--- config.mk ---
export PLATFORM = sky130hd
export DESIGN_NAME = uart_tx_fsm
export DESIGN_NICKNAME = d
export VERILOG_FILES = /design/src/verilog/lsu_pkg.sv /design/src/verilog/baud_timer.sv /design/src/verilog/uart_tx.sv
export SDC_FILE = /design/constraint.sdc
export NUM_CORES = 1
export LEC_CHECK = 0
export ABC_AREA = 1
export BUFFER_PORTS_ARGS = -buffer_cell sky130_fd_sc_hd__buf_2
export CAP_MARGIN = 20
export CORE_MARGIN = 4
export CORE_UTILIZATION = 35
export DETAILED_ROUTE_END_ITERATION = 8
export PLACE_DENSITY_LB_ADDON = 0.1
export SLEW_MARGIN = 20
export SYNTH_ARGS = -nofsm -noshare
export SYNTH_HDL_FRONTEND = slang
export SYNTH_SLANG_ARGS = --single-unit
--- constraint.sdc ---
create_clock -name clk -period 3.3 [get_ports clk]
set_input_delay 0.165 -clock clk [delete_from_list [all_inputs] [get_ports clk]]
set_output_delay 0.165 -clock clk [all_outputs]
set_load 0.01 [all_outputs]
--- src/verilog/lsu_pkg.sv ---
// shared types and constants for the load/store unit
// imported by every RTL module and by the testbench

package lsu_pkg;

    // ========================================
    // sizes and address map
    // ========================================
    localparam int XLEN      = 32;
    localparam int NUM_LANES = 4;

    localparam logic [XLEN-1:0] DMEM_BASE = 32'h0001_0000;
    localparam int              DMEM_WORDS = 256;
    localparam int              DMEM_AW    = 8;

    localparam logic [XLEN-1:0] UART_ADDR    = 32'h0002_0000;
    localparam logic [XLEN-1:0] COUNTER_ADDR = 32'h0002_0004;

    // short bit time keeps simulation small
    localparam int CLKS_PER_BIT = 8;

    // ========================================
    // opcodes and states
    // ========================================
    // encoding fixed so pattern records can use hex digits
    typedef enum logic [3:0] {
        MEM_NOP = 4'd0,
        MEM_LB  = 4'd1,
        MEM_LH  = 4'd2,
        MEM_LW  = 4'd3,
        MEM_LBU = 4'd4,
        MEM_LHU = 4'd5,
        MEM_SB  = 4'd6,
        MEM_SH  = 4'd7,
        MEM_SW  = 4'd8
    } mem_op_e;

    typedef enum logic [1:0] {
        UART_IDLE,
        UART_START,
        UART_DATA,
        UART_STOP
    } uart_state_e;

    // ========================================
    // request and response
    // ========================================
    typedef struct packed {
        logic            valid;
        mem_op_e         op;
        logic [XLEN-1:0] addr;
        logic [XLEN-1:0] wdata;
    } mem_req_t;

    typedef struct packed {
        logic            valid;
        logic [XLEN-1:0] data;
    } load_rsp_t;

endpackage

--- src/verilog/baud_timer.sv ---
// bit timer for the uart, one tick every CLKS_PER_BIT clocks
// bit_start holds the count at reload

`timescale 1ns/1ns

module baud_timer import lsu_pkg::*; (
    input  logic clk,
    input  logic rst_n,
    input  logic bit_start,
    output logic bit_tick
);

    typedef logic [$clog2(CLKS_PER_BIT)-1:0] tick_cnt_t;

    tick_cnt_t cnt;

    assign bit_tick = (cnt == '0);

    always_ff @(posedge clk or negedge rst_n) begin
        if (!rst_n) begin
            cnt <= tick_cnt_t'(CLKS_PER_BIT - 1);
        end else if (bit_start || bit_tick) begin
            cnt <= tick_cnt_t'(CLKS_PER_BIT - 1);
        end else begin
            cnt <= cnt - 1'b1;
        end
    end

endmodule

--- src/verilog/uart_tx.sv ---
// uart transmitter, 8N1, lsb first
// a strobe while idle starts a frame; strobes during a frame are dropped

`timescale 1ns/1ns

module uart_tx_fsm import lsu_pkg::*; (
    input  logic       clk,
    input  logic       rst_n,
    input  logic       uart_we,
    input  logic [7:0] uart_data,
    output logic       uart_tx
);

    uart_state_e state;
    logic [2:0]  bit_idx;
    logic [7:0]  shift_reg;
    logic        busy;
    logic        accept;
    logic        bit_start;
    logic        bit_tick;

    assign busy   = (state != UART_IDLE);
    assign accept = uart_we && !busy;

    // timer sits reloaded until a frame begins
    assign bit_start = !busy;

    baud_timer u_baud_timer (
        .clk       (clk),
        .rst_n     (rst_n),
        .bit_start (bit_start),
        .bit_tick  (bit_tick)
    );

    // ========================================
    // frame state machine
    // ========================================
    always_ff @(posedge clk or negedge rst_n) begin
        if (!rst_n) begin
            state   <= UART_IDLE;
            bit_idx <= 3'd0;
            uart_tx <= 1'b1;
        end else begin
            case (state)
                UART_IDLE: begin
                    if (accept) begin
                        state   <= UART_START;
                        uart_tx <= 1'b0;
                    end
                end
                UART_START: begin
                    if (bit_tick) begin
                        state   <= UART_DATA;
                        bit_idx <= 3'd0;
                        uart_tx <= shift_reg[0];
                    end
                end
                UART_DATA: begin
                    if (bit_tick) begin
                        if (bit_idx == 3'd7) begin
                            state   <= UART_STOP;
                            uart_tx <= 1'b1;
                        end else begin
                            bit_idx <= bit_idx + 3'd1;
                            uart_tx <= shift_reg[1];
                        end
                    end
                end
                UART_STOP: begin
                    if (bit_tick) begin
                        state <= UART_IDLE;
                    end
                end
                default: state <= UART_IDLE;
            endcase
        end
    end

    // data shifter, bit 0 is the one on the line
    always_ff @(posedge clk) begin
        if (accept) begin
            shift_reg <= uart_data;
        end else if (bit_tick && state == UART_DATA) begin
            shift_reg <= shift_reg >> 1;
        end
    end

endmodule

==> impl_metrics.tcl, run 1 <==
set metrics [dict create \
    clockPowerShare_pct 14.3 \
    cp_max_fo 8 \
    syn_inst 88 \
    top_usage_layer "met2" \
    dieArea_mm2 0.003421 \
    end_kind "flop" \
    initial_core_util_pct 36.34 \
    power_density_mw_per_mm2 765.6 \
    min_period_over_period_pct 46.00 \
    clk_latency_ps 290 \
    n_antenna_cell 0 \
    synth_area_leader_cell "edfxtp_1" \
    critPathArrivalTime_ps 1520 \
    met1_usage_pct 11.40 \
    htreeDepth 1 \
    cts.clk_slew.worst_paths_ps 90 \
    hpwl_um 1202 \
    fillCellCount 253 \
    dr.pass1.iters 4 \
    critical_path_class "flop to flop" \
    ys.flop_type "edfxtp_1" \
    ys_top_cells_by_area "edfxtp_1 (27%), dfrtp_1 (14%), dfstp_2 (12%)" \
    cts_tree "yes" \
    synth_edf_count 8 \
    slew_violations 0 \
    overflow 0 \
    p_sw_share_pct 36.91 \
    dr_total_vias 625 \
    synth_area_um2 892.1 \
    maxCapViolCount 0 \
    comb_power_share_pct 41.8 \
    ys_seq_area_share_pct 52.73 \
    drtAntennaViolNets 0 \
    whs_path_depth 3 \
    peakVddDrop_v 0.0003742 \
    nets 125 \
    fin_total_pwr_w 0.0007874 \
    placementRows 18 \
    power.internal_w 0.0004968 \
    die-width_um 58.49 \
    crit_slowest_cell "dfrtp_1" \
    antenna_found_initial 0 \
    crit_path_cell_trace "inv_1 -> ha_1 -> inv_2 -> o21ai_0 -> buf_4" \
    ys_ff_latch 17 \
    p_leak_nw 0.5080 \
    met3_usage_pct 3.728 \
    async_flop_share_pct 52.94 \
    cts_buffer_depth 2 \
    setup_slack_ps 1782 \
    hold_path_class "primary input to flop" \
    numCtsBuffers 3 \
    drt_wl_total_um 1538 \
    grt_use_total_pct 10.75 \
    synth_common_cells "nand2_1 (23), inv_1 (14), edfxtp_1 (8), ha_1 (8), mux2_2 (7)" \
    syn-num-nets 107 \
    finalCriticalPeriod_ps 1518 \
    place_congestion 0.8280 \
    num_io_pins 12 \
    setup_viol 0 \
    coreArea_mm2 0.002455 \
    timing.slew.headroom_pct 85.37 \
    wl_per_cell_um 11.39 \
    cpPeakStageDelay_ps 420 \
    drc 0 \
    finalSetupTns_ps 0 \
    synth.avg_cell_area_um2 10.14 \
    hold_violations 0 \
    largest_register_ffs 8 \
    rsz0062_at_grt "no" \
    rr_worst_depth 5 \
    post_cts_resized 0 \
    p_switching_w 0.0002906 \
    grt_pass1_vias 661 \
    yosysMostFrequentCell "nand2_1" \
    globalRouteMet2Util_pct 18.66 \
    dp_slack_ps 1809 \
    crit_path_start_kind "flop" \
    die_h_um 58.49 \
    syn_to_final_growth_pct 15.29 \
    grt_pass1_wl_um 2711 \
    grt_start_max_net_pins 10 \
    fmax_ghz 0.6587 \
    status "finished, final reports clean" \
    required_ps 3300 \
    synth_top_area_share_pct 26.93 \
    fin_skew_ps 10.91 \
    yosysUniqueCellTypes 16 \
    synth_warnings 0 \
    vias_per_cell 4.630 \
    cts_sinks 17 \
    clockRootBuffer "clkbuf_4" \
    drt_iter0_drc 9 \
    layout-drive-gt1-share_pct 27.62 \
    seq_power_share_pct 43.9 \
    portBuffers 11 \
    worst_slew_pin_slew_ps 219.4 \
]
through the flow:
step | hold slack (ps) | util [%] | cells | area, um2
floorplan | -130.6 | - | 88 | 892.1
global route | 155.1 | 41.90 | 135 | 1028
CTS | 154.2 | 41.90 | 135 | 1028
finish | 172.4 | 41.90 | 135 | 1028
global placement | 30.36 | 40.42 | 130 | 992.2
detailed placement | 30.20 | 40.42 | 130 | 992.2
power groups by stage:
stage,clock network (W),logic (W),registers (W)
6_report,0.000113,0.000329,0.000346
3_3_place_gp,0,0.000329,0.000349
5_1_grt,0.000131,0.000385,0.000354
3_5_place_dp,0,0.000333,0.000351
4_1_cts,0.000120,0.000336,0.000346
2_1_floorplan,0,0.000256,0.000344
cell families (layout without fill, tap and decap cells):
group,count (synthesis),in the layout,share of synthesized area [%]
flip-flops,17,17,52.73
buffers and inverters,15,32,6.311
AND/OR/NAND/NOR,35,35,17.11
multiplexers,7,7,8.836
adder cells (fa/ha/maj),8,8,11.22
AO/OA/AOI/OAI,5,5,2.805
XOR/XNOR,1,1,0.9819
worst max-delay path: cells and delay by family, from the launching register on:
family                     cells  cell delay, ps
AOI/OAI and AO/OA              1             170
adders and majority gates      1             280
buffers and inverters          3             370
DFF                            1             420
metal layers:
layer  vias to the layer above  share of wire, %
li1                        318                 -
met1                       281                43
met2                        18                49
met3                         8               5.4
met4                         0               2.0
met5                         -                 0
what timing repair did:
item | CTS | global route
setup buffers | 0 | 0
hold buffers | 1 | 0
endpoints found under the hold margin | 9 | 0
final timing paths:
check                                    start                   to  slack (ps)
setup / recovery                      state[0]         shift_reg[6]        1780
hold / removal                    uart_data[7]         shift_reg[7]         170
setup reg to reg                      state[0]         shift_reg[6]        1780
hold reg to reg            u_baud_timer.cnt[0]  u_baud_timer.cnt[0]         460
max in group asynchronous                rst_n              uart_tx        2810
min in group asynchronous                rst_n           bit_idx[2]         240
cells in the final DEF (no fill, tap or decap):
cell type	Yosys	final
dfstp_2	4	4
o21ai_0	4	4
nand2_2	1	1
nand2_4	1	1
nand3_1	5	5
edfxtp_1	8	8
mux2_2	7	7
buf_4	0	1
dfrtp_1	5	5
nor2_1	3	3
nand4_1	2	2
dlygate4sd3_1	0	1
inv_1	14	14
buf_2	0	11
o21ai_1	1	1
inv_2	1	1
ha_1	8	8
clkbuf_1	0	1
clkbuf_4	0	3
xnor2_1	1	1
nand2_1	23	23
layout make-up:
type,count,area [um2],area share (%)
multi-input combinational,56,365.4,35.52
tap,30,37.54,3.650
sequential,17,470.5,45.74
timing repair buffer,13,72.57,7.056
clock buffer,4,26.28,2.555
inverter,15,56.30,5.474
(Power assumes the default switching activity.)
==> inputs of run 2 (changes only) <==
clock period = 1.35 ns   (was 3.3 ns; I/O delays follow)
==> run 2 against run 1 <==
Fmax rose by 13%. Clock skew fell by 9.2 ps. Largest power group is now combinational logic. Sequential power rose by 150%.
==> impl_metrics.tcl, run 2 (synthesis gave the netlist of run 1 again) <==
set metrics [dict create \
    final_cell_mix "nand2_1 (14), buf_2 (11), inv_1 (8), buf_4 (8), edfxtp_1 (8)" \
    coreArea_mm2 0.002455 \
    power_density_mw_per_mm2 2048 \
    reg2reg_to "shift_reg[5]" \
    clk_latency_ps 290 \
    hpwl_um 1241 \
    finalSetupTns_ps 0 \
    die_h_um 58.49 \
    place_congestion 0.7724 \
    maxCapViolCount 0 \
    fin_total_pwr_w 0.002558 \
    portBuffers 11 \
    placementRows 18 \
    rr_startpoint "state[1]" \
    drc 0 \
    num_io_pins 12 \
    dieArea_mm2 0.003421 \
    wl_met3_um 105 \
    drt_iter0_drc 10 \
    critPathCapture "shift_reg[5]" \
    grt_pass1_vias 669 \
    nets 134 \
    dr.pass1.iters 6 \
    routed.top_layer "met4" \
    initial_core_util_pct 36.34 \
    grt_start_max_net_pins 10 \
    largest_register_ffs 8 \
    drtAntennaViolNets 0 \
    cp_max_fo 5 \
    crit_family "flip-flops" \
    crit_cells 4 \
    cts_tree "yes" \
    vias_per_cell 4.604 \
    rr_worst_depth 4 \
    hold_violations 0 \
    final_common_cell "nand2_1" \
    dr_total_vias 663 \
    min_period_over_period_pct 99.62 \
    cpPeakStageDelay_ps 420 \
    stdcell_count 144 \
    grt_use_total_pct 11.05 \
    place_inst 136 \
    fin_skew_ps 1.703 \
    die-width_um 58.49 \
    setup_viol 0 \
    cts.clk_slew.worst_paths_ps 100 \
    crit_path_start_kind "flop" \
    layout-drive-gt1-share_pct 57.89 \
    whs_path_depth 2 \
    crit_path_cell_trace "inv_2 -> ha_4 -> nand2_4 -> mux2_2" \
    wl_per_cell_um 12.58 \
    p_leak_nw 0.5845 \
    critPathArrivalTime_ps 1400 \
    wl_met1_um 778 \
    overflow 0 \
    rrSetupSlack_ps 5 \
    end_kind "flop" \
    fin_area_mm2 0.001249 \
    drt_wl_total_um 1812 \
    wl_met2_um 912 \
    clockRootBuffer "clkbuf_4" \
    n_antenna_cell 0 \
    worst_slew_pin_slew_ps 299.2 \
    grt_pass1_wl_um 2815 \
    crit_slowest_cell "dfrtp_2" \
    final_core_util_pct 50.87 \
    critPathLaunch "state[1]" \
    rsz0062_at_grt "yes" \
    timing.slew.headroom_pct 79.98 \
    worst-path-buf-inv 1 \
    peakVddDrop_v 0.0009507 \
    critical_path_class "flop to flop" \
    cts_sinks 17 \
    placed_cell_area_mm2 0.001051 \
    hold_path_class "primary input to flop" \
    finalCriticalPeriod_ps 1345 \
    status "finished, final reports clean" \
    antenna_found_initial 0 \
    required_ps 1400 \
    cts_buffer_depth 2 \
    fmax_ghz 0.7436 \
    syn_to_final_growth_pct 39.97 \
    slew_violations 0 \
    htreeDepth 1 \
    numCtsBuffers 3 \
]
==> run 2: cell count changes in the layout (fill, tap and decap cells not counted), sizes merged <==
cell,previous run,this run
buf,12,20
nand2,25,26
==> run 2: timing repair <==
action / CTS / global route
hold buffers: 1 / 0
endpoints found under the hold margin: 9 / 0
pin swaps: 4 / 9
buffers inserted: 1 / 1
resized for setup: 8 / 32
cloned: 1 / 0
endpoints found under the setup margin: 15 / 24
==> run 2: routing by layer <==
layer	GRT usage (%)	vias up
met5	0	-
met4	2.980	0
met3	3.947	2
met2	17.70	18
met1	14.11	302
li1	-	341
==> run 2: how the worst min path moves through the flow <==
stage                       from            to  slack, ps
global route        uart_data[6]  shift_reg[6]         60
CTS                 uart_data[6]  shift_reg[6]         60
floorplan                  rst_n    bit_idx[0]       -230
global placement           rst_n      state[0]        -60
finish              uart_data[1]  shift_reg[1]         70
detailed placement         rst_n    bit_idx[2]        -60
==> run 2: cell type report <==
| class | count | area [um2] |
|---|---|---|
| Clock buffer | 4 | 26.28 |
| Fill cell | 238 | 1206 |
| Inverter | 15 | 58.81 |
| Multi-Input combinational cell | 57 | 518.0 |
| Sequential cell | 17 | 471.7 |
| Tap cell | 30 | 37.54 |
| Timing Repair Buffer | 21 | 136.4 |
==> run 2: power by group <==
group	switching (W)	leakage (nW)	internal (W)	total, W
registers	0.0000798	0.182	0.000772	0.000851
clock network	0.000158	0.0150	0.000115	0.000273
logic	0.000768	0.388	0.000666	0.00143
total	0.00101	0.584	0.00155	0.00256
==> run 2: metrics by stage <==
step	setup slack [ps]	hold WS, ps
global placement	-37.06	-64.07
finish	5.119	72.83
CTS	-3.005	64.95
global route	-46.93	60.86
floorplan	2.778	-228.1
detailed placement	-59.81	-62.14
==> run 2: worst register-to-register path: stages (launching register included) <==
cell and delay (ps):
dfrtp_2 420, inv_2 70, ha_4 180, nand2_4 100, mux2_2 340
==> inputs of run 3 (changes only) <==
REMOVE_ABC_BUFFERS = 1   (was not set)
SYNTH_HIERARCHICAL = 1   (was not set)
==> run 3 against run 2 <==
The flow now finishes with violations (negative setup slack). Synthesized cell count grew 1.1%. Critical path type unchanged. Routed wire length shrank 5.7%. Area after synthesis grew 8.4%. Sequential share of layout area shrank 1.3 points. Cell count grew 0.69%. Clock-buffer cell count shrank 1. Largest power group unchanged. Combinational power is essentially flat.
==> impl_metrics.tcl, run 3 <==
set metrics [dict create \
    coreArea_mm2 0.002545 \
    die-width_um 60.57 \
    slew_violations 0 \
    peakVddDrop_v 0.001076 \
    cpPeakStageDelay_ps 550 \
    cts_sinks 17 \
    power.internal_w 0.001579 \
    drc 0 \
    synth_top_area_share_pct 24.84 \
    final_cell_mix "nand2_1 (18), buf_2 (11), buf_4 (8), edfxtp_1 (8), mux2_4 (7)" \
    hold_start "uart_data[1]" \
    cts_buffer_depth 2 \
    setup_slack_ps -7.079 \
    setup_viol 1 \
    drt_iter0_drc 9 \
    p_leak_nw 0.6047 \
    multi_input_area_um2 571.8 \
    whs_ps 72.09 \
    numCtsBuffers 3 \
    end_kind "flop" \
    placementRows 18 \
    p_sw_share_pct 38.67 \
    dr.pass1.iters 4 \
    cts_tree "yes" \
    drt_wl_total_um 1708 \
    power_density_mw_per_mm2 1994 \
    hold_path_class "primary input to flop" \
    grt_start_max_net_pins 11 \
    cts.clk_slew.worst_paths_ps 110 \
    place_inst 138 \
    timing.slew.headroom_pct 85.17 \
    critPathArrivalTime_ps 1590 \
    die_h_um 60.57 \
    synth_area_leader_cell "edfxtp_1" \
    overflow 0 \
    drtAntennaViolNets 0 \
    syn_to_final_growth_pct 33.51 \
    synth.avg_cell_area_um2 10.87 \
    initial_core_util_pct 38.00 \
    p_switching_w 0.0009956 \
    ys_seq_area_share_pct 48.64 \
    crit_path_start_kind "flop" \
    worst_slew_pin_slew_ps 222.4 \
    syn_inst 89 \
    fin_area_mm2 0.001291 \
    hpwl_um 1273 \
    maxCapViolCount 0 \
    rr_startpoint "u_baud_timer/cnt[0]" \
    cp_max_fo 4 \
    dr_total_vias 682 \
    stdcell_count 145 \
    ys.flop_type "edfxtp_1" \
    portBuffers 11 \
    critical_path_class "flop to flop" \
    seq_power_share_pct 32.6 \
    clockPowerShare_pct 10.8 \
    crit_slowest_cell "dfstp_2" \
    worst_path_most_repeated_cell "ha_4" \
    synth_common_cells "nand2_1 (19), ha_1 (10), inv_1 (10)" \
    regArea_um2 470.5 \
    violations "negative setup slack" \
    ys_ff_latch 17 \
    grt_pass1_wl_um 2835 \
    wl_per_cell_um 11.78 \
    min_period_over_period_pct 100.5 \
    yosysMostFrequentCell "nand2_1" \
    antenna_found_initial 0 \
    hold_violations 0 \
    fillCellCount 229 \
    rsz0062_at_grt "yes" \
    clk_latency_ps 290 \
    synth_area_um2 967.2 \
    nets 137 \
    place_congestion 0.7390 \
    async_flop_share_pct 52.94 \
    yosysUniqueCellTypes 19 \
    status "finished with violations" \
    comb_power_share_pct 56.6 \
    dieArea_mm2 0.003668 \
    synth_warnings 6 \
    required_ps 1580 \
    n_antenna_cell 0 \
    crit_path_cell_trace "inv_2 -> ha_4 -> ha_4 -> buf_6 -> nor2_4 -> nor2_2 -> nand3_1 -> nand2_1" \
    largest_register_ffs 8 \
    clockRootBuffer "clkbuf_4" \
    finalCriticalPeriod_ps 1357 \
    grt_pass1_vias 633 \
    htreeDepth 1 \
    ys_top_cells_by_area "edfxtp_1 (25%), dfrtp_1 (13%), ha_1 (13%)" \
    placed_cell_area_mm2 0.001120 \
    final_common_cell "nand2_1" \
    vias_per_cell 4.703 \
    num_io_pins 12 \
    grt_use_total_pct 10.67 \
    fmax_ghz 0.7369 \
    layout-drive-gt1-share_pct 53.04 \
    fin_skew_ps 2.837 \
    critPathLaunch "u_baud_timer/cnt[0]" \
    synth_edf_count 8 \
    final_core_util_pct 50.74 \
]
## run 3: cell types whose count changed in the layout (fill, tap and decap cells not counted), moves of 4 or more
cell / before / now
nand2_2: 6 / 2
nand2_1: 14 / 18
mux2_2: 6 / 0
mux2_4: 1 / 7
nand2_4: 6 / 2
nand3_1: 1 / 5
## run 3: cell type report
cell class	instances	share of cell area [%]
repair buffers	21	10.56
clock inverters	1	0.3876
well taps	30	2.907
multi-input cells	61	44.28
inverters	12	3.682
clock buffers	3	1.744
flip-flops and latches	17	36.43
## run 3: path summary, 6_finish.rpt
check | end | slack [ps] | depth (start not counted)
min reg2reg | u_baud_timer/cnt[0] | 480 | 1
max in group asynchronous | u_baud_timer/cnt[0] | 950 | 2
max | uart_tx | -7 | 8
min | shift_reg[1] | 70 | 2
max reg2reg | uart_tx | -7 | 8
min in group asynchronous | state[1] | 150 | 2
## run 3: cells by family (layout without fill, tap and decap cells)
logic type | count (synthesis) | in the layout | share of synthesized area, %
simple gates | 34 | 35 | 16.17
flops | 17 | 17 | 48.64
buf+inv | 12 | 37 | 4.658
fa+ha+maj | 10 | 10 | 12.94
compound gates | 9 | 9 | 6.727
mux | 7 | 7 | 10.87
## run 3: power by group through the flow
stage,sequential (W),combinational (W),clock [W]
finish,0.000839,0.00146,0.000279
global route,0.000859,0.00163,0.000314
CTS,0.000837,0.00140,0.000294
detailed placement,0.000838,0.00119,0
global placement,0.000836,0.00118,0
floorplan,0.000836,0.000843,0
## run 3: per-stage QoR
stage	setup slack [ps]	setup TNS (ps)	total power [W]
after detailed placement	-230.0	-3171	0.002025
after global placement	-214.0	-2979	0.002020
after global routing	-80.26	-823.3	0.002802
after CTS	-14.71	-14.71	0.002529
after floorplan	-129.4	-1790	0.001679
final	-7.079	-7.079	0.002575
## run 3: critical path, delay by kind of cell, from the launching register on
kind,cells,cell delay [ps]
adders and majority gates,2,320
buffers and inverters,2,160
DFF,1,550
and+or+nand+nor,4,280
## run 3: timing repair
action	in CTS	in global routing
pin swaps	6	8
resized for setup	21	6
buffers inserted	1	0
cloned	0	1
endpoints found under the setup margin	21	24
hold buffers	1	0
hold endpoints to repair	9	0
## run 3: metal layers
metal	global-route usage [%]	routed length (um)
met5	0	0
met4	4.644	25
met3	1.915	79
met2	14.81	780
met1	16.11	823
