==> src/verilog/lsu_pkg.sv <==
// shared types and constants for the load/store unit
// imported by every RTL module and by the testbench

package lsu_pkg;

    // ========================================
    // sizes and address map
    // ========================================
    localparam int XLEN      = 32;
    localparam int NUM_LANES = 4;

    localparam logic [XLEN-1:0] DMEM_BASE = 32'h0001_0000;
    localparam int              DMEM_WORDS = 256;
    localparam int              DMEM_AW    = 8;

    localparam logic [XLEN-1:0] UART_ADDR    = 32'h0002_0000;
    localparam logic [XLEN-1:0] COUNTER_ADDR = 32'h0002_0004;

    // short bit time keeps simulation small
    localparam int CLKS_PER_BIT = 8;

    // ========================================
    // opcodes and states
    // ========================================
    // encoding fixed so pattern records can use hex digits
    typedef enum logic [3:0] {
        MEM_NOP = 4'd0,
        MEM_LB  = 4'd1,
        MEM_LH  = 4'd2,
        MEM_LW  = 4'd3,
        MEM_LBU = 4'd4,
        MEM_LHU = 4'd5,
        MEM_SB  = 4'd6,
        MEM_SH  = 4'd7,
        MEM_SW  = 4'd8
    } mem_op_e;

    typedef enum logic [1:0] {
        UART_IDLE,
        UART_START,
        UART_DATA,
        UART_STOP
    } uart_state_e;

    // ========================================
    // request and response
    // ========================================
    typedef struct packed {
        logic            valid;
        mem_op_e         op;
        logic [XLEN-1:0] addr;
        logic [XLEN-1:0] wdata;
    } mem_req_t;

    typedef struct packed {
        logic            valid;
        logic [XLEN-1:0] data;
    } load_rsp_t;

endpackage

==> src/verilog/store_align.sv <==
// store decode: lane enables, lane data and the uart strobe
// purely combinational, also supplies the word index for reads

`timescale 1ns/1ns

module store_align import lsu_pkg::*; (
    input  mem_req_t               req,
    output logic [NUM_LANES-1:0]   lane_we,
    output logic [XLEN-1:0]        lane_wdata,
    output logic [DMEM_AW-1:0]     word_idx,
    output logic                   uart_we,
    output logic [7:0]             uart_data
);

    logic [1:0]           offset;
    logic [XLEN-1:0]      rel_addr;
    logic                 in_dmem;
    logic                 is_store;
    logic [NUM_LANES-1:0] lane_mask;

    assign offset   = req.addr[1:0];
    assign rel_addr = req.addr - DMEM_BASE;
    // wraps for addresses below the base, so one compare covers both ends
    assign in_dmem  = rel_addr < XLEN'(NUM_LANES * DMEM_WORDS);
    assign word_idx = rel_addr[DMEM_AW+1:2];

    assign is_store = req.valid &&
                      (req.op == MEM_SB || req.op == MEM_SH || req.op == MEM_SW);

    always_comb begin
        case (req.op)
            MEM_SW:  lane_mask = '1;
            // halfword at offset 3 would straddle words
            MEM_SH:  lane_mask = (offset == 2'd3) ? '0 : NUM_LANES'(2'b11) << offset;
            MEM_SB:  lane_mask = NUM_LANES'(1'b1) << offset;
            default: lane_mask = '0;
        endcase
    end

    assign lane_we = (is_store && in_dmem) ? lane_mask : '0;

    // only the enabled lanes matter, upper bytes may carry junk
    assign lane_wdata = (req.op == MEM_SW) ? req.wdata : req.wdata << {offset, 3'b000};

    assign uart_we   = is_store && (req.addr == UART_ADDR);
    assign uart_data = req.wdata[7:0];

endmodule

==> config.mk <==
export PLATFORM = sky130hd
export DESIGN_NAME = store_align
export DESIGN_NICKNAME = d
export VERILOG_FILES = /design/src/verilog/lsu_pkg.sv /design/src/verilog/store_align.sv
export SDC_FILE = /design/constraint.sdc
export NUM_CORES = 1
export LEC_CHECK = 0
export BUFFER_PORTS_ARGS = -buffer_cell sky130_fd_sc_hd__buf_2
export CAP_MARGIN = 10
export CORE_MARGIN = 2
export CORE_UTILIZATION = 40
export DETAILED_ROUTE_END_ITERATION = 7
export PLACE_DENSITY_LB_ADDON = 0.05
export SLEW_MARGIN = 20
export SYNTH_ARGS = -nofsm -noshare
export SYNTH_HDL_FRONTEND = slang
export SYNTH_SLANG_ARGS = --single-unit
==> constraint.sdc <==
create_clock -name vclk -period 2.85
set_clock_uncertainty 0.2 [all_clocks]
set_input_delay 0.285 -clock vclk [all_inputs]
set_output_delay 0.285 -clock vclk [all_outputs]
set_load 0.02 [all_outputs]
==> run summary, run 1 <==
The run finished, with violations left. The final reports fail on design-rule violations. Setup violations remaining at the end of the flow were counted as 0. The post-synthesis cell type count came out at 37. The multi-input logic area came out at 952 µm². After clock tree synthesis, the repair step resized 0 gates. The number of optimization iterations in the first detailed-route pass came out at 6.

The clock buffer instance count of the final layout is 0. Timing would allow up to 415 MHz. The minimum hold slack came out at 0.603 ns.

The number of slew-limit violations in the final report came to 0. The net switching power is 0.170 mW. The clock group share of total power came out at 0%. The fraction of final layout cells sized beyond drive strength 1 came out at 51.1%. Global routing consumed, over all layers together, 20.3% of the routing resources. Using the TritonRoute via totals, the vias-per-cell ratio works out to 5.35. Measured against its own limit, the worst slew margin works out to 42.3%. The number of hold violations in the final report came to 0.

The number of design rule violations left after detail routing is 7. The via count of the first global-routing pass came out at 1361. The initial antenna violation count was 0. The starting DRC count in detailed routing came out at 71. In this run the most critical hold path is launched from req[40].

The leakage power total is 0.900 nW. Of all cell types, the one taking the most synthesized area is sky130_fd_sc_hd__buf_4. The data required time at the worst endpoint is 2.37 ns.

STA classifies the critical path endpoint as a primary output. Once routing completed, OpenROAD measured the worst setup slack at 0.440 ns. Setup repair after global routing left no endpoint under its margin.

The sequential area share after synthesis is 0%. The worst path arrival time is 1.93 ns. The worst hold path belongs to the class in2out.

Synthesis produced a netlist with a net count of 247. The number of instances in the placed design came out at 299. The chip width came out at 58.8 µm. The worst slack at placement came out at 0.398 ns. The total internal power is 0.123 mW. The total area of sequential cells is 0 µm². Dividing the synthesized area by the synthesized cell count gives 6.90 µm². The count of inserted antenna diode cells came out at 0. The measured slew at the worst slew-check pin came out at 0.865 ns.

The count of standard-cell rows came out at 19. Yosys printed 0 warnings. The portion of synthesized cell area occupied by the leading cell type is 10.0%. The total via count after detailed routing came out at 1600. The total length of routed wires came out at 3.62 mm.

The sum of net half-perimeters after detailed placement is 2.95 mm. The total area inside the core boundary comes to 2810 µm². VDD sags by at most 0.0000769 V. The I/O pin count came out at 122. The number of max-capacitance violations reported is 0.

Power spread over the standard cell area amounts to 175 nW/µm². The sequential group share of total power is 0%. The die footprint is 3450 µm². The layout overhead on the synthesized area is 39.7%. The total overflow left after global routing is 0.

Once layout is complete, the cells apart from fillers number 299. The launching element of the worst setup path is req[33]. The number of buffers inserted by hold repair at cts is 0. Entering global routing, the biggest net connects 38 pins. The number of nets with antenna violations after routing is 0. The number of port buffers is 122. The die is 58.8 µm tall. The global-route wire length before repair came out at 5.88 mm. Sorting the synthesized cells by area gives the leading types as sky130_fd_sc_hd__buf_4 10%, sky130_fd_sc_hd__mux2i_1 7.5%, sky130_fd_sc_hd__o221a_1 6.6%. The final routed wire length divided by cell count came out at 12.1 µm.

The time the worst path needs with I/O delays and setup is 2.41 ns. The power after layout came out at 0.293 mW. The number of standard cells after synthesis came out at 174. The final net count is 343.

The worst setup path is launched from an input port. The number of fillers in the final layout came out at 307. Adding up every negative setup slack in the final design gives 0 ns. The combinational group share of total power came out at 100.0%.

The post-CTS repair timing setup buffer count is 0. The type of the setup path with the least slack is in2out. For this configuration, the core starts out at a cell density of 42.8%.

The design has 0 sequential cells. The cell area after synthesis came out at 1200 µm². The placer's final routability congestion estimate came out at 0.783. Net switching is 57.9% of the power. The largest fanout on the critical path came out at 20. The portion of the clock cycle consumed by the worst path in the final layout came out at 84.6%.
==> layout make-up <==
type / instances / area share (%)
multi-input cells: 131 / 56.8
repair buffers: 127 / 38.7
inverters: 10 / 2.24
well taps: 31 / 2.31
==> cells in the mapped netlist (all sizes together) (6+ instances only) <==
cell,count
nand2,16
clkbuf,7
buf,26
o221a,7
nor2b,10
inv,10
nand3,15
a2bb2oi,8
mux2i,9
o221ai,7
nor2,8
o31ai,8
a31oi,7
nor3,6
==> path summary, 6_finish.rpt <==
| check | to | slack [ns] | cells past startpoint |
|---|---|---|---|
| setup / recovery | lane_wdata[29] | 0.44 | 5 |
| hold / removal | word_idx[6] | 0.60 | 2 |
==> layer usage <==
| metal | track usage, % | up-vias | part of all wire [%] | routed length [µm] |
|---|---|---|---|---|
| li1 | - | 829 | - | - |
| met1 | 27.8 | 715 | 45 | 1640 |
| met2 | 37.5 | 56 | 48 | 1740 |
| met3 | 0.440 | 0 | 6.6 | 238 |
| met4 | 0.649 | 0 | 0 | 0 |
| met5 | 0 | - | 0 | 0 |
==> critical path, stage by stage <==
cell,delay [ns]
sky130_fd_sc_hd__buf_2,0.31
sky130_fd_sc_hd__inv_2,0.19
sky130_fd_sc_hd__a21oi_1,0.73
sky130_fd_sc_hd__o22a_1,0.25
sky130_fd_sc_hd__buf_2,0.16
==> logic make-up (layout without fill, tap and decap cells) <==
group | count (synthesis) | in the layout | share of synthesized area, %
AND/OR/NAND/NOR | 68 | 68 | 32.6
AO/OA/AOI/OAI | 48 | 48 | 32.4
buffers and inverters | 43 | 137 | 21.4
multiplexers | 11 | 11 | 9.38
adder cells (fa/ha/maj) | 4 | 4 | 4.17
==> per-stage QoR <==
step / instance area (µm²) / utilization, %
CTS: 1680 / 59.8
finish: 1680 / 59.8
global route: 1680 / 59.8
floorplan: 1200 / -
global placement: 1680 / 59.8
detailed placement: 1680 / 59.8
==> cells in the final DEF, fill, tap and decap left out, types with 2 or more instances in the layout <==
| master | count |
|---|---|
| sky130_fd_sc_hd__nand3_2 | 5 |
| sky130_fd_sc_hd__nor2_1 | 8 |
| sky130_fd_sc_hd__nor4_1 | 3 |
| sky130_fd_sc_hd__and3b_1 | 2 |
| sky130_fd_sc_hd__a21oi_1 | 4 |
| sky130_fd_sc_hd__ha_1 | 4 |
| sky130_fd_sc_hd__mux2i_1 | 9 |
| sky130_fd_sc_hd__nor2b_1 | 10 |
| sky130_fd_sc_hd__mux2_2 | 2 |
| sky130_fd_sc_hd__o221a_1 | 7 |
| sky130_fd_sc_hd__nor3_1 | 6 |
| sky130_fd_sc_hd__a31oi_1 | 7 |
| sky130_fd_sc_hd__inv_1 | 9 |
| sky130_fd_sc_hd__buf_4 | 5 |
| sky130_fd_sc_hd__nand3_1 | 10 |
| sky130_fd_sc_hd__a2bb2oi_1 | 8 |
| sky130_fd_sc_hd__o221ai_1 | 7 |
| sky130_fd_sc_hd__nor4b_1 | 3 |
| sky130_fd_sc_hd__nand2_1 | 16 |
| sky130_fd_sc_hd__o31ai_1 | 8 |
| sky130_fd_sc_hd__buf_2 | 122 |
==> power groups by stage <==
stage | Clock [mW] | Sequential [mW] | Combinational, mW
after floorplan | 0 | 0 | 0.194
after global placement | 0 | 0 | 0.293
after detailed placement | 0 | 0 | 0.295
after CTS | 0 | 0 | 0.295
after global routing | 0 | 0 | 0.321
final | 0 | 0 | 0.293
(Power assumes the default switching activity.)
==> run 2, diff against run 1 <==
--- a/config.mk
+++ b/config.mk
@@ -8,7 +8,7 @@
 export BUFFER_PORTS_ARGS = -buffer_cell sky130_fd_sc_hd__buf_2
 export CAP_MARGIN = 10
 export CORE_MARGIN = 2
-export CORE_UTILIZATION = 40
+export CORE_UTILIZATION = 38
 export DETAILED_ROUTE_END_ITERATION = 7
 export PLACE_DENSITY_LB_ADDON = 0.05
 export SLEW_MARGIN = 20
==> constraint.sdc (replaced) <==
create_clock -name vclk -period 2.3
set_clock_uncertainty 0.2 [all_clocks]
set_input_delay 0.23 -clock vclk [all_inputs]
set_output_delay 0.23 -clock vclk [all_outputs]
set_load 0.02 [all_outputs]
==> run summary, run 2 (synthesized netlist as in run 1, its figures left out) <==
The run finished with clean final reports. The total length of routed wires is 3.84 mm (+6.1%). The number of resized instances in the post-cts repair step is 0 (unchanged). The hold-critical path depth came to 2 (unchanged). The chip width came out at 60.2 µm (+2.4%).

Setup repair after global routing left no endpoint under its margin. The starting density of the core came out at 39.6% (-3.1 points). The class of the tightest hold or removal check is in2out. The worst setup path is launched from an input port. The accumulated negative setup slack was 0 ns (unchanged). The number of port buffers came out at 122 (unchanged). The worst setup path is of the in2out kind. The maximum VDD drop was 0.000108 V (+40%). The number of vias per cell was 5.11 (-4.4%). The initial antenna violation count came out at 0 (unchanged). The placeable core region is 3030 µm² (+7.9%). The total grt overflow came out at 0 (unchanged). The final critical path takes up 91.9% of the cycle. The worst setup path is captured at a primary output.

The worst hold path endpoint is word_idx[6]. The number of instances in the placed design was 315 (+5.4%). The count of inserted antenna diode cells is 0 (unchanged). The total via count after detailed routing came out at 1611 (+0.69%). The sum of net half-perimeters after detailed placement is 3.14 mm (+6.4%). The net switching fraction of the power came to 57.6% (-0.37 points).

The number of hold violations in the final report is 0 (unchanged). The number of fillers in the final layout came out at 323 (+5.2%). The clock buffer instance count of the final layout is 0 (unchanged). The worst slack at placement is 0.176 ns (-0.223 ns). The number of max-capacitance violations reported was 0 (unchanged). The power after layout is 0.370 mW (+26%).

The remaining max-slew budget at the tightest pin came out at 51.9% (+9.5 points). The commonest non-fill, non-tap cell in the layout is sky130_fd_sc_hd__buf_2. The number of slew-limit violations in the final report is 0 (unchanged). The net switching power came out at 0.213 mW (+26%). The sequential group share of total power came to 0% (unchanged). The data required time at the worst endpoint came out at 1.87 ns (-0.50 ns).

The via count of the first global-routing pass is 1383 (+1.6%). The power density over the cells is 214 nW/µm² (+23%). The worst path arrival time came out at 1.68 ns (-0.25 ns).

The sequential cell count is 0 (unchanged). The number of optimization iterations in the first detailed-route pass came to 4 (-2). The count of standard-cell rows came out at 20 (+1). The total global-route track usage was 20.3% (-0.061 points). The layout overhead on the synthesized area came out at 44.0%. The I/O pin count came out at 122 (unchanged).

The measured slew at the worst slew-check pin came out at 0.722 ns (-0.143 ns). The number of buffers inserted by hold repair at cts was 0 (unchanged). The minimum hold slack is 0.492 ns (-0.110 ns). The multi-input logic area was 952 µm² (unchanged).

The final setup violation count came to 0 (unchanged). The placer's final routability congestion estimate came out at 0.886 (+13%). The clock group share of total power is 0% (unchanged). The largest fanout on the critical path is 37 (+85%). The final worst-path setup slack is 0.186 ns (-0.254 ns). The final net count is 346 (+0.87%).

The post-CTS repair timing setup buffer count is 0 (unchanged). The global-route wire length before repair was 5.95 mm (+1.2%). The fraction of final layout cells sized beyond drive strength 1 is 51.7% (+0.54 points). The worst path needs 2.11 ns of the cycle, external delays included. The number of design rule violations left after detail routing is 0 (-7).

The die footprint is 3620 µm² (+4.9%). The final routed wire length divided by cell count is 12.2 µm (+0.72%). The total internal power is 0.157 mW (+27%). The leakage power total is 0.922 nW (+2.4%). The combinational group share of total power is 100.0% (about the same). The maximum number of pins on one net before global-route repair came out at 38 (unchanged). The total area of sequential cells is 0 µm² (unchanged). The library cells used most frequently in the layout, excluding fill and tap cells, are 122 x sky130_fd_sc_hd__buf_2, 16 x sky130_fd_sc_hd__nand2_1, 10 x sky130_fd_sc_hd__nor2b_1, 10 x sky130_fd_sc_hd__nand3_1. The die span in y came out at 60.2 µm (+2.4%). The achievable frequency is 473 MHz. The number of nets with antenna violations after routing came out at 0 (unchanged). The startpoint identified for the worst hold timing path is req[40].

The starting DRC count in detailed routing came to 58 (-18%). The count of non-filler cells in the finished layout is 315 (+5.4%).
run 2: cell types whose count changed in the layout (fill, tap and decap cells not counted), sizes merged:
cell / delta
buf: +3
run 2: power by group through the flow:
stage	clock network (mW)	logic, mW	registers, mW
2_1_floorplan	0	0.240	0
3_3_place_gp	0	0.371	0
3_5_place_dp	0	0.371	0
4_1_cts	0	0.372	0
5_1_grt	0	0.404	0
6_report	0	0.370	0
run 2: critical path: stages:
cell and delay [ns]:
sky130_fd_sc_hd__buf_2 0.14, sky130_fd_sc_hd__or4b_1 0.56, sky130_fd_sc_hd__buf_12 0.21, sky130_fd_sc_hd__a31oi_1 0.18, sky130_fd_sc_hd__o221a_1 0.20, sky130_fd_sc_hd__buf_2 0.16
run 2: worst max path at each step:
| stage | from | endpoint | slack (ns) | cells past startpoint |
|---|---|---|---|---|
| detailed placement | req[64] | lane_wdata[24] | 0.18 | 6 |
| finish | req[64] | lane_wdata[24] | 0.19 | 6 |
| floorplan | req[33] | uart_we | 0.43 | 6 |
| CTS | req[64] | lane_wdata[24] | 0.18 | 6 |
| global placement | req[64] | lane_wdata[24] | 0.21 | 6 |
| global route | req[64] | lane_wdata[26] | 0.13 | 6 |
run 2: final cells by class:
cell class | instances | area share, %
multi-input combinational | 131 | 55.1
timing repair buffer | 130 | 39.5
tap | 44 | 3.19
inverter | 10 | 2.17
run 2: per-stage QoR:
stage                     area [µm²]  util [%]
final                           1730      57.1
after global routing            1730      57.1
after CTS                       1730      57.1
after detailed placement        1730      57.1
after global placement          1730      57.1
after floorplan                 1200         -
run 2: metal layers:
layer / share of wire, % / global-route usage, % / vias up
li1: - / - / 839
met1: 43 / 26.4 / 689
met2: 48 / 37.7 / 81
met3: 8.9 / 1.52 / 2
met4: 0.39 / 0.952 / 0
met5: 0 / 0 / -
==> run 3, diff against run 2 <==
--- a/config.mk
+++ b/config.mk
@@ -5,7 +5,7 @@
 export SDC_FILE = /design/constraint.sdc
 export NUM_CORES = 1
 export LEC_CHECK = 0
-export BUFFER_PORTS_ARGS = -buffer_cell sky130_fd_sc_hd__buf_2
+export BUFFER_PORTS_ARGS = -buffer_cell sky130_fd_sc_hd__buf_4
 export CAP_MARGIN = 10
 export CORE_MARGIN = 2
 export CORE_UTILIZATION = 38
==> run summary, run 3 (synthesized netlist as in run 1, its figures left out) <==
The flow ran to the end, and the final reports show no timing, DRC or antenna violations. The leakage power total came out at 1.01 nW (+9.1%). The number of slew-limit violations in the final report is 0 (unchanged). The combinational group share of total power came out at 100.0% (about the same). The fraction of final layout cells sized beyond drive strength 1 is 51.5% (-0.18 points).

The power density over the cells is 217 nW/µm² (+1.4%). The total length of routed wires is 4.02 mm (+4.8%). The remaining max-slew budget at the tightest pin is 47.3% (-4.6 points). The critical path's largest stage delay was 0.55 ns (about the same). The net switching power is 0.217 mW (+1.8%). The total grt overflow came out at 0 (unchanged).

The number of hold violations in the final report came out at 0 (unchanged). The most heavily used metal layer in global routing is met2. The critical path goes through buf_4 -> or4b_1 -> buf_12 -> a31oi_1 -> o221a_1 -> buf_4. The achievable frequency came out at 479 MHz (+1.3%). The launch instance of the worst min-delay path is req[41]. The worst hold path terminates at word_idx[7]. The accumulated negative setup slack is 0 ns (unchanged). The number of design rule violations left after detail routing was 0 (unchanged).

The number of optimization iterations in the first detailed-route pass came out at 4 (unchanged). The final setup violation count came out at 0 (unchanged). The number of port buffers came out at 122 (unchanged). The met1 global-route usage came out at 24.5% (-1.9 points). The total internal power was 0.223 mW (+42%). The net switching fraction of the power is 49.3% (-8.2 points). The met2 usage is 39.4% (+1.7 points). The measured slew at the worst slew-check pin is 0.790 ns (+0.0685 ns). The initial antenna violation count came out at 0 (unchanged). Setup repair after global routing left no endpoint under its margin.

The starting DRC count in detailed routing was 56 (-3.4%). The clock buffer instance count of the final layout is 0 (unchanged). The total global-route track usage is 20.5% (+0.18 points). The number of buffers and inverters on the critical path came out at 3 (unchanged). The post-CTS repair timing setup buffer count came out at 0 (unchanged). The number of instances in the placed design came out at 314 (-0.32%). The number of vias per cell came to 5.18 (+1.3%). The maximum VDD drop was 0.000114 V (+6.1%).

The die span in y was 60.2 µm (unchanged). The worst hold path belongs to the class in2out. The worst setup path is launched from an input port. The maximum number of pins on one net before global-route repair is 38 (unchanged). The I/O pin count came out at 122 (unchanged). The final routed wire length divided by cell count is 12.8 µm (+5.2%).

The final net count came out at 345 (-0.29%). Among all stages on the critical path, the largest delay is contributed by sky130_fd_sc_hd__or4b_1. The chip width is 60.2 µm (unchanged). The starting density of the core is 39.6% (unchanged). The sequential group share of total power came to 0% (unchanged). The type of the setup path with the least slack is in2out.

The die footprint came out at 3620 µm² (unchanged). The met3 track demand over resource came out at 2.60% (+1.1 points). The placeable core region is 3030 µm² (unchanged). Leaving out fill and tap cells, the most frequent cells in the layout are 128 x sky130_fd_sc_hd__buf_4, 16 x sky130_fd_sc_hd__nand2_1, 10 x sky130_fd_sc_hd__nor2b_1, 10 x sky130_fd_sc_hd__nand3_1. The count of inserted antenna diode cells is 0 (unchanged). The power after layout is 0.440 mW (+19%). The total area of sequential cells was 0 µm² (unchanged).

The sequential cell count came out at 0 (unchanged). The portion of the clock cycle consumed by the worst path in the final layout was 90.8% (-1.1 points). The number of buffers inserted by hold repair at cts came out at 0 (unchanged). Grouping stages by cell kind, the critical path spends the most delay in simple AND/OR/NAND/NOR gates. The most prevalent standard cell on the critical path is sky130_fd_sc_hd__buf_4. The number of resized instances in the post-cts repair step is 0 (unchanged). The layout overhead on the synthesized area is 68.8%. The worst path arrival time is 1.66 ns (-0.02 ns). The hold-critical path depth is 2 (unchanged). The clock group share of total power is 0% (unchanged). The placer's final routability congestion estimate is 0.755 (-15%).

The number of fillers in the final layout came out at 287 (-11%). The largest fanout on the critical path is 37 (unchanged). The sort of element at the end of the critical path is a primary output. The number of max-capacitance violations reported is 0 (unchanged). The global-route wire length before repair came out at 6.02 mm (+1.2%).

The total via count after detailed routing is 1626 (+0.93%). The data required time at the worst endpoint is 1.87 ns (about the same). The sum of net half-perimeters after detailed placement came out at 3.35 mm (+6.8%). The via count of the first global-routing pass came out at 1439 (+4.0%). The number of nets with antenna violations after routing is 0 (unchanged).

The time the worst path needs with I/O delays and setup came to 2.09 ns (-0.0264 ns). The count of non-filler cells in the finished layout is 314 (-0.32%). Leaving out fill and tap cells, the most frequent cell in the layout is sky130_fd_sc_hd__buf_4. The count of standard-cell rows is 20 (unchanged).
[run 3: worst max path at each step]
stage / from / cells past startpoint / to / slack, ns
after global routing: req[64] / 6 / lane_wdata[24] / 0.13
after CTS: req[64] / 6 / lane_wdata[31] / 0.21
after global placement: req[64] / 6 / lane_wdata[31] / 0.22
after floorplan: req[33] / 6 / uart_we / 0.43
final: req[64] / 6 / lane_wdata[31] / 0.21
after detailed placement: req[64] / 6 / lane_wdata[31] / 0.21
[run 3: power by group through the flow]
stage / clock network, mW / logic, mW / registers, mW
finish: 0 / 0.440 / 0
global route: 0 / 0.475 / 0
CTS: 0 / 0.442 / 0
detailed placement: 0 / 0.441 / 0
global placement: 0 / 0.439 / 0
floorplan: 0 / 0.240 / 0
[run 3: metrics by stage]
step | setup slack, ns | instance area [µm²] | hold slack (ns) | util [%]
after CTS | 0.209 | 2030 | 0.469 | 66.9
after floorplan | 0.427 | 1200 | 0.373 | -
after detailed placement | 0.209 | 2030 | 0.469 | 66.9
after global placement | 0.222 | 2030 | 0.468 | 66.9
after global routing | 0.129 | 2030 | 0.476 | 66.9
final | 0.212 | 2030 | 0.468 | 66.9
[run 3: layout make-up]
type                       instances  area [µm²]  area share [%]
inverter                          10        37.5            1.85
timing repair buffer             129         981            48.4
tap                               44        55.1            2.72
multi-input combinational        131         952            47.0
[run 3: routing by layer]
metal,share of wire [%],wire (µm),vias up
met4,0.65,26,0
met3,7.8,313,2
met1,41,1650,715
li1,-,-,836
met2,51,2040,73
met5,0,0,-
